### src/rtl/cpu_pkg.sv
`default_nettype none

package cpu_pkg;

   // datapath widths
   localparam int WORD_W  = 16;
   localparam int PC_W    = 12;
   localparam int REG_AW  = 4;
   localparam int PIX_W   = 8;
   localparam int PIX_AW  = 8;

   // storage sizes
   localparam int NUM_REGS     = 16;
   localparam int PROG_DEPTH   = 4096;   // one word per pc value
   localparam int FRAME_PIXELS = 256;

   typedef logic [WORD_W-1:0] word_t;       // register, operand and instruction word
   typedef logic [PC_W-1:0]   pc_t;         // program address
   typedef logic [REG_AW-1:0] reg_addr_t;   // register index
   typedef logic [PIX_W-1:0]  pixel_t;      // one pixel
   typedef logic [PIX_AW-1:0] pix_addr_t;   // frame buffer address

   // instr[15:12]
   typedef enum logic [3:0] {
      OP_NOP   = 4'd0,
      OP_ADD   = 4'd1,
      OP_SUB   = 4'd2,
      OP_AND   = 4'd3,
      OP_OR    = 4'd4,
      OP_ADDI  = 4'd5,
      OP_LI    = 4'd6,
      OP_STORE = 4'd7,
      OP_JUMP  = 4'd8,
      OP_BZ    = 4'd9,
      OP_BN    = 4'd10,
      OP_HALT  = 4'd15
   } opcode_t;

   typedef enum logic [2:0] {
      ALU_ADD,
      ALU_SUB,
      ALU_AND,
      ALU_OR,
      ALU_PASS_B
   } alu_op_t;

   // b operand source
   typedef enum logic [1:0] {
      SRC_RS2,
      SRC_RD,
      SRC_SIMM,
      SRC_ZIMM
   } src_b_t;

   typedef enum logic [1:0] {
      ST_IDLE,
      ST_RUN,
      ST_HALTED
   } run_state_t;

endpackage

`default_nettype wire

### src/rtl/alu.sv
`timescale 1ns/1ps
`default_nettype none

module alu (
   input  logic               vga_clk,
   input  logic               rst_n,
   input  cpu_pkg::word_t     rd1,        // rs1 in decode
   input  cpu_pkg::word_t     rd2,        // rs2 in decode
   input  cpu_pkg::word_t     rd3,        // rd in decode
   input  logic               load_ops,
   input  cpu_pkg::alu_op_t   alu_op,
   input  cpu_pkg::src_b_t    src_b,
   input  cpu_pkg::word_t     imm,
   output cpu_pkg::word_t     result,
   output logic               zero,
   output logic               neg,
   output cpu_pkg::pixel_t    op_a_low,   // store address
   output cpu_pkg::pixel_t    op_b_low    // store data
);

   cpu_pkg::word_t rs1_e, rs2_e, rd_e;   // execute operands
   cpu_pkg::word_t op_a, op_b;
   cpu_pkg::word_t simm, zimm;

   always_ff @(posedge vga_clk) begin
      if (!rst_n) begin
         rs1_e <= '0;
         rs2_e <= '0;
         rd_e  <= '0;
      end else if (load_ops) begin   // only a live decode slot loads
         rs1_e <= rd1;
         rs2_e <= rd2;
         rd_e  <= rd3;
      end
   end

   assign simm = {{8{imm[7]}}, imm[7:0]};
   assign zimm = {8'h00, imm[7:0]};

   // addi accumulates into its own rd
   assign op_a = (src_b == cpu_pkg::SRC_SIMM) ? rd_e : rs1_e;

   always_comb begin
      case (src_b)
         cpu_pkg::SRC_RS2:  op_b = rs2_e;
         cpu_pkg::SRC_RD:   op_b = rd_e;
         cpu_pkg::SRC_SIMM: op_b = simm;
         default:           op_b = zimm;
      endcase
   end

   always_comb begin
      case (alu_op)
         cpu_pkg::ALU_ADD: result = op_a + op_b;
         cpu_pkg::ALU_SUB: result = op_a - op_b;
         cpu_pkg::ALU_AND: result = op_a & op_b;
         cpu_pkg::ALU_OR:  result = op_a | op_b;
         default:          result = op_b;   // pass b, li
      endcase
   end

   assign zero     = (result == '0);
   assign neg      = result[cpu_pkg::WORD_W-1];
   assign op_a_low = op_a[7:0];
   assign op_b_low = op_b[7:0];

endmodule

`default_nettype wire

### config.mk
export PLATFORM = sky130hd
export DESIGN_NAME = alu
export DESIGN_NICKNAME = d
export VERILOG_FILES = /design/src/rtl/cpu_pkg.sv /design/src/rtl/alu.sv
export SDC_FILE = /design/constraint.sdc
export NUM_CORES = 1
export LEC_CHECK = 0
export ABC_CLOCK_PERIOD_IN_PS = 12300
export BUFFER_PORTS_ARGS = -buffer_cell sky130_fd_sc_hd__buf_2
export CAP_MARGIN = 20
export CORE_MARGIN = 2
export CORE_UTILIZATION = 30
export DETAILED_ROUTE_END_ITERATION = 7
export HOLD_SLACK_MARGIN = 0.03
export PLACE_DENSITY = 0.54
export SYNTH_ARGS = -nofsm -noshare
export SYNTH_HDL_FRONTEND = slang
export SYNTH_SLANG_ARGS = --single-unit
export TNS_END_PERCENT = 100
### constraint.sdc
create_clock -name vga_clk -period 12.3 [get_ports vga_clk]
set_input_delay 1.23 -clock vga_clk [delete_from_list [all_inputs] [get_ports vga_clk]]
set_output_delay 1.23 -clock vga_clk [all_outputs]
set_load 0.1 [all_outputs]
==> summary.txt, run 1 <==
Clock network
  – CTS max path bufs: 2
  – CTS buffer count: 5
  – CTS resizes: 0
  – Post-CTS Hold Buffers: 0
  – Clk_lat worst skew: 0.28 ns
  – CTS tree: yes
  – Root Buffer: clkbuf_16
  – Clock sinks: 48
  – H-tree depth: 2
  – Post-CTS Setup Bufs: 0
  – CTS clk-pin slew, worst paths: 0.06 ns

STA
  – Final Hold Viols: 0
  – Final setup fails: 0
  – Setup ws final: 5.107 ns
  – Worst-Margin Slew: 0.8069 ns
  – TNS Setup: 0 ns
  – Slew headroom: 0.4621
  – RSZ-0062 raised after global routing: no
  – Highest clock rate: 139.0 MHz
  – Period utilization: 0.5848
  – Fin crit period: 7.193 ns
  – Setup Skew: 0 ns
  – Slew Limit Fails: 0

Synth
  – Multiplexer share of the synthesized area: 0.2038
  – Ys Warns: 0
  – Netlist cell types: 67
  – Post-Syn Nets: 572
  – Top post-synthesis cells by area: dfxtp_1, mux2i_1, nor2b_1
  – Main combinational cell family by area after synthesis: simple AND/OR/NAND/NOR gates
  – Synth Instances: 481
  – Post-Synth Adder-Cell Area: 0.05961
  – Synthesized area per cell: 8.553 µm²
  – Yosys top cell by area: dfxtp_1
  – Synth Area in Compound Gates: 0.1995
  – Sequential area share after synthesis: 0.2336
  – FFs w/ async S/R, synth: 0
  – Post-synthesis register bit count: 48
  – Post-synth EDFFs: 0
  – Top cell type's share of synthesized area: 0.2336
  – Synth Flop Type: dfxtp_1
  – Cell area after synthesis: 4114 µm²
  – XOR/XNOR Fraction of Synth Area: 0.04592
  – Simple-Gate Fraction of Synth Area: 0.2050

Global routing
  – Initial antenna violation count: 0
  – Global Route Usage Sum: 0.1590
  – Pin count of the biggest net entering global routing: 49
  – Total gr overflow: 0
  – Vias in the first global route: 3555
  – Global-route wire length before repair: 18.62 mm

Final layout
  – Final cell count without fillers: 733
  – Layout cells sized above 1: 0.2280
  – Number of diodes: 0
  – Final net count: 648
  – Area growth syn-to-layout: 17.43%

Routing
  – Final antenna-violating net count: 0
  – Pre-antenna DRT Iters: 4
  – Wire per inst: 16.02 µm
  – Vias per Instance: 5.164
  – Drt initial violations: 128
  – Via count: 3785
  – Residual DRC: 0
  – Routed WL: 11.74 mm

Critical path
  – Count of buffer and inverter cells on the critical path: 2
  – Slowest CP cell: or4_4
  – Crit Path Max Fanout: 19
  – Required time of the worst setup path: 11.07 ns
  – Reg-to-Reg Start: rd_e[2]$_SDFFE_PN0P_
  – CP top delay family: simple AND/OR/NAND/NOR gates
  – Crit path capture type: output pin
  – Arrival @ worst endpoint: 5.96 ns
  – Critical path type: in2out
  – Crit path largest cell delay: 0.61 ns
  – CP cell instances: buf_2 -> mux2i_1 -> o21ai_1 -> or4_4 -> nor2_1 -> and3_1 -> nor2_1 -> xnor2_1 -> ha_1 -> a21oi_1 -> nand2b_1 -> o31ai_1 -> nor4_1 -> a211o_1 -> or4_1 -> nor2_1 -> buf_2
  – Cell mode on critical path: nor2_1
  – Worst Setup SP: src_b[0]
  – CP startpoint kind: primary input

Power
  – Sw Ratio: 0.4400
  – P_int: 333.9 µW
  – Pwr dens: 123.4 nW/µm²
  – Clk network pwr share: 0.236
  – Logic pwr share: 0.478
  – VDD IR-drop max: 78.85 µV
  – Static Leakage: 2.369 nW
  – Sw power: 262.4 µW
  – Part of the power in registers: 0.286

Place
  – Routability Congestion: 0.8473
  – Port buffer count: 97
  – Dpl cells: 725
  – Setup WS pre-CTS: 5.057 ns
  – Post-DP HPWL: 9.139 mm

Die
  – Die X: 121.1 µm
  – Die Ht: 121.1 µm
  – Die area: 14670 µm²
  – I/O Pins: 106
  – Core Region: 13300 µm²
  – Starting Density: 0.3094
  – Row Count: 42

Hold path
  – Worst Hold Class: reg2reg
  – Hold path start: rs1_e[5]$_SDFFE_PN0P_

Status
  – Outcome: completed

Flow run
  – Max-cap violations: 0
[worst reg2reg max path, stage by stage, from the launching register on]
cell and delay, ns:
dfxtp_1 0.40, mux2i_1 0.09, nor2b_1 0.13
[cell usage after synthesis (3+ instances only)]
master,instances
mux2i_1,70
nor2b_1,54
dfxtp_1,48
nand2_1,34
a21oi_1,19
nor2_1,19
clkbuf_1,18
ha_1,18
o21ai_0,18
inv_1,16
nand2b_1,11
xnor2_1,10
a21o_1,9
xor2_1,9
mux2_2,7
o211ai_1,6
o21a_1,6
a211o_1,5
nand3_1,5
o21ai_1,5
a211oi_1,4
a311oi_1,4
and3_1,4
buf_1,4
o22ai_1,4
o31ai_1,4
a221oi_1,3
a31oi_1,3
buf_6,3
mux2_4,3
nor3b_1,3
nor4_1,3
o21bai_1,3
o2bb2ai_1,3
[path summary, 6_finish.rpt]
check / end / slack, ns / depth (start not counted)
max: zero / 5.11 / 17
min: rs1_e[5]$_SDFFE_PN0P_ / 0.52 / 2
max reg2reg: rd_e[2]$_SDFFE_PN0P_ / 11.62 / 2
min reg2reg: rs1_e[5]$_SDFFE_PN0P_ / 0.52 / 2
[metal layers]
layer  global-route usage  wire, µm
met1               0.2311      5757
met2               0.2423      5107
met3              0.02726       763
met4              0.03997       115
met5                    0         0
[stage by stage]
step / utilization / power (mW) / cell area [µm²] / hold slack [ns]
5_1_grt: 0.3634 / 0.6282 / 4831 / 0.5409
4_1_cts: 0.3628 / 0.5992 / 4823 / 0.5203
2_1_floorplan: - / 0.4042 / 4114 / 0.4766
3_3_place_gp: 0.3513 / 0.4550 / 4671 / 0.4934
3_5_place_dp: 0.3513 / 0.4580 / 4671 / 0.5050
6_report: 0.3634 / 0.5962 / 4831 / 0.5153
[sequential cells by signal (all words and copies together) (netlist names)]
name   count
rs2_e     16
rd_e      16
rs1_e     16
[layout by cell type (no fill, tap or decap), types with 3 or more instances in the layout]
cell type | netlist | layout
mux2_4 | 3 | 3
nand3_1 | 5 | 5
xnor2_1 | 10 | 10
o21ai_1 | 5 | 5
clkbuf_16 | 0 | 5
a211oi_1 | 4 | 4
dfxtp_1 | 48 | 48
a21oi_1 | 19 | 19
a21o_1 | 9 | 9
nor3b_1 | 3 | 3
ha_1 | 18 | 18
and3_1 | 4 | 4
a31oi_1 | 3 | 3
mux2_2 | 7 | 7
o21ai_0 | 18 | 18
o2bb2ai_1 | 3 | 3
a221oi_1 | 3 | 3
mux2i_1 | 70 | 70
o21a_1 | 6 | 6
o22ai_1 | 4 | 4
o21bai_1 | 3 | 3
nand2b_1 | 11 | 11
o211ai_1 | 6 | 6
nand2_1 | 34 | 34
a211o_1 | 5 | 5
nor2b_1 | 54 | 54
nor2_1 | 19 | 19
inv_1 | 16 | 16
xor2_1 | 9 | 9
nor4_1 | 3 | 3
a311oi_1 | 4 | 4
o31ai_1 | 4 | 4
buf_2 | 2 | 97
[cell families (layout without fill, tap and decap cells)]
family	Yosys count	after routing
AND/OR/NAND/NOR	151	151
multiplexers	81	81
flip-flops	48	48
XOR/XNOR	20	20
adder cells (fa/ha/maj)	19	19
buffers and inverters	46	122
AO/OA/AOI/OAI	116	116
[final cells by class]
class	instances	area, µm²
Timing Repair Buffer	99	500.5
Multi-Input combinational cell	387	2937
Tap cell	176	220.2
Fill cell	1406	8464
Sequential cell	48	960.9
Inverter	16	60.06
Clock buffer	7	152.6
[power groups by stage]
stage               Combinational, mW  Sequential, mW  Clock, mW
detailed placement              0.284           0.174          0
global route                    0.305           0.172      0.151
floorplan                       0.232           0.172          0
finish                          0.285           0.171      0.141
global placement                0.281           0.174          0
CTS                             0.285           0.171      0.144
No activity file was read; power rests on OpenSTA's default activity.
==> run 2: changes to the inputs <==
Settings changed: ABC_CLOCK_PERIOD_IN_PS 12300 to 6210, PLACE_DENSITY 0.54 to 0.56.
Clock period 12.3 ns to 6.21 ns, I/O delays scaled along.
==> run 2 against run 1 <==
Cell count increased by 0.68%; clock power is 120% higher; critical path depth is the same; combinational power is 100% higher; register-to-register slack got worse by 6.1 ns; critical path type unchanged; critical endpoint unchanged; largest cell class unchanged.
==> summary.txt, run 2 (synthesized netlist as in run 1, its figures left out) <==
Hold path
  – WHS Path Cells: 2
  – Worst Hold Class: reg2reg
  – Hold path start: rs1_e[14]$_SDFFE_PN0P_
  – Worst Hold Path EP: rs1_e[14]$_SDFFE_PN0P_

Critical path
  – CP cell instances: buf_2 -> mux2i_2 -> o21ai_4 -> or4_4 -> nor2_1 -> and3_1 -> nor2_1 -> xnor2_1 -> ha_1 -> a21oi_1 -> nand2b_1 -> o31ai_1 -> nor4_1 -> a211o_1 -> or4_1 -> nor2_2 -> buf_2
  – CP startpoint kind: primary input
  – R2R depth: 2
  – Crit Path Max Fanout: 8
  – Slowest CP cell: or4_4
  – Reg-to-Reg Start: rd_e[2]$_SDFFE_PN0P_
  – Required time of the worst setup path: 5.59 ns
  – Worst R2R End: rd_e[2]$_SDFFE_PN0P_
  – Arrival @ worst endpoint: 5.11 ns
  – CP top delay family: simple AND/OR/NAND/NOR gates
  – Crit path largest cell delay: 0.57 ns
  – R2R Setup Slk: 5.55 ns
  – Critical path type: in2out
  – Count of buffer and inverter cells on the critical path: 2
  – Crit path capture type: output pin

Global routing
  – Vias in the first global route: 3697
  – Total gr overflow: 0
  – Pin count of the biggest net entering global routing: 49
  – Global Route Usage Sum: 0.1600
  – Initial antenna violation count: 0
  – Global-route wire length before repair: 18.78 mm

Routing
  – Pre-antenna DRT Iters: 5
  – Final antenna-violating net count: 0
  – Drt initial violations: 117
  – Via count: 3766
  – Routed WL: 11.68 mm
  – Residual DRC: 0
  – Vias per Instance: 5.103
  – Wire per inst: 15.83 µm

Final layout
  – Final net count: 652
  – Most common cell after layout, fill and taps aside: buf_2
  – Commonest cells after routing, fill and taps aside: buf_2, mux2i_1, nor2b_1
  – Final cell count without fillers: 738
  – Number of diodes: 0
  – Fin util: 0.3698
  – Area growth syn-to-layout: 19.50%
  – Largest registers: rd_e x16, rs1_e x16, rs2_e x16
  – Layout cells sized above 1: 0.2509

STA
  – Slew headroom: 0.4608
  – Period utilization: 0.9226
  – Worst-Margin Slew: 0.8087 ns
  – RSZ-0062 raised after global routing: no
  – TNS Setup: 0 ns
  – Final Hold Viols: 0
  – Final setup fails: 0
  – Fin crit period: 5.730 ns
  – Slew Limit Fails: 0
  – Setup Skew: 0 ns
  – Worst Hold Slack: 0.5206 ns
  – Highest clock rate: 174.5 MHz

Power
  – Static Leakage: 2.406 nW
  – VDD IR-drop max: 154.9 µV
  – Pwr dens: 247.6 nW/µm²

Die
  – Die Ht: 121.1 µm
  – Starting Density: 0.3094
  – Die area: 14670 µm²
  – Core Region: 13300 µm²
  – Die X: 121.1 µm
  – I/O Pins: 106
  – Row Count: 42

Clock network
  – Post-CTS Hold Buffers: 0
  – CTS tree: yes
  – CTS max path bufs: 2
  – CTS buffer count: 5
  – Clk_lat worst skew: 0.29 ns
  – CTS resizes: 0
  – Clock sinks: 48
  – H-tree depth: 2
  – Post-CTS Setup Bufs: 0
  – Root Buffer: clkbuf_16
  – CTS clk-pin slew, worst paths: 0.06 ns

Place
  – Port buffer count: 97
  – Post-DP HPWL: 9.306 mm
  – Routability Congestion: 0.8484
  – Dpl cells: 730

Flow run
  – Max-cap violations: 0

Status
  – Outcome: completed
==> run 2: power by group <==
group | switching, mW | internal (mW)
registers | 0.0118 | 0.326
clock network | 0.118 | 0.189
logic | 0.402 | 0.170
==> run 2: stage by stage <==
stage | cell area [µm²] | setup slack [ns] | power (mW)
after floorplan | 4154 | -0.3455 | 0.8058
after global placement | 4748 | 0.4893 | 0.9093
after detailed placement | 4748 | 0.4971 | 0.9149
after CTS | 4916 | 0.4861 | 1.226
after global routing | 4916 | 0.1541 | 1.280
final | 4916 | 0.4803 | 1.217
==> run 2: tightest hold or removal path: stages (launching register included) <==
cell     delay [ns]
dfxtp_1        0.33
mux2i_1        0.06
nor2b_1        0.09
==> run 2: how the worst max path moves through the flow <==
| stage | from | to | slack, ns | cells after the start |
|---|---|---|---|---|
| 2_1_floorplan | src_b[0] | zero | -0.35 | 12 |
| 3_3_place_gp | src_b[0] | zero | 0.49 | 17 |
| 3_5_place_dp | src_b[0] | zero | 0.50 | 17 |
| 4_1_cts | src_b[0] | zero | 0.49 | 17 |
| 5_1_grt | src_b[0] | zero | 0.15 | 18 |
| 6_report | src_b[0] | zero | 0.48 | 17 |
==> run 2: final cells by class <==
type	instances	area, µm²
clock buffer	5	125.1
sequential	48	960.9
fill	1392	8379
multi-input combinational	387	2977
clock inverter	3	42.54
tap	176	220.2
inverter	16	60.06
timing repair buffer	103	530.5
==> run 2: per-layer routing <==
layer | track usage | part of all wire | up-vias
met5 | 0 | 0 | -
met4 | 0.03779 | 0.0097 | 0
met3 | 0.02256 | 0.045 | 7
met2 | 0.2535 | 0.44 | 94
met1 | 0.2286 | 0.51 | 1767
li1 | - | - | 1898
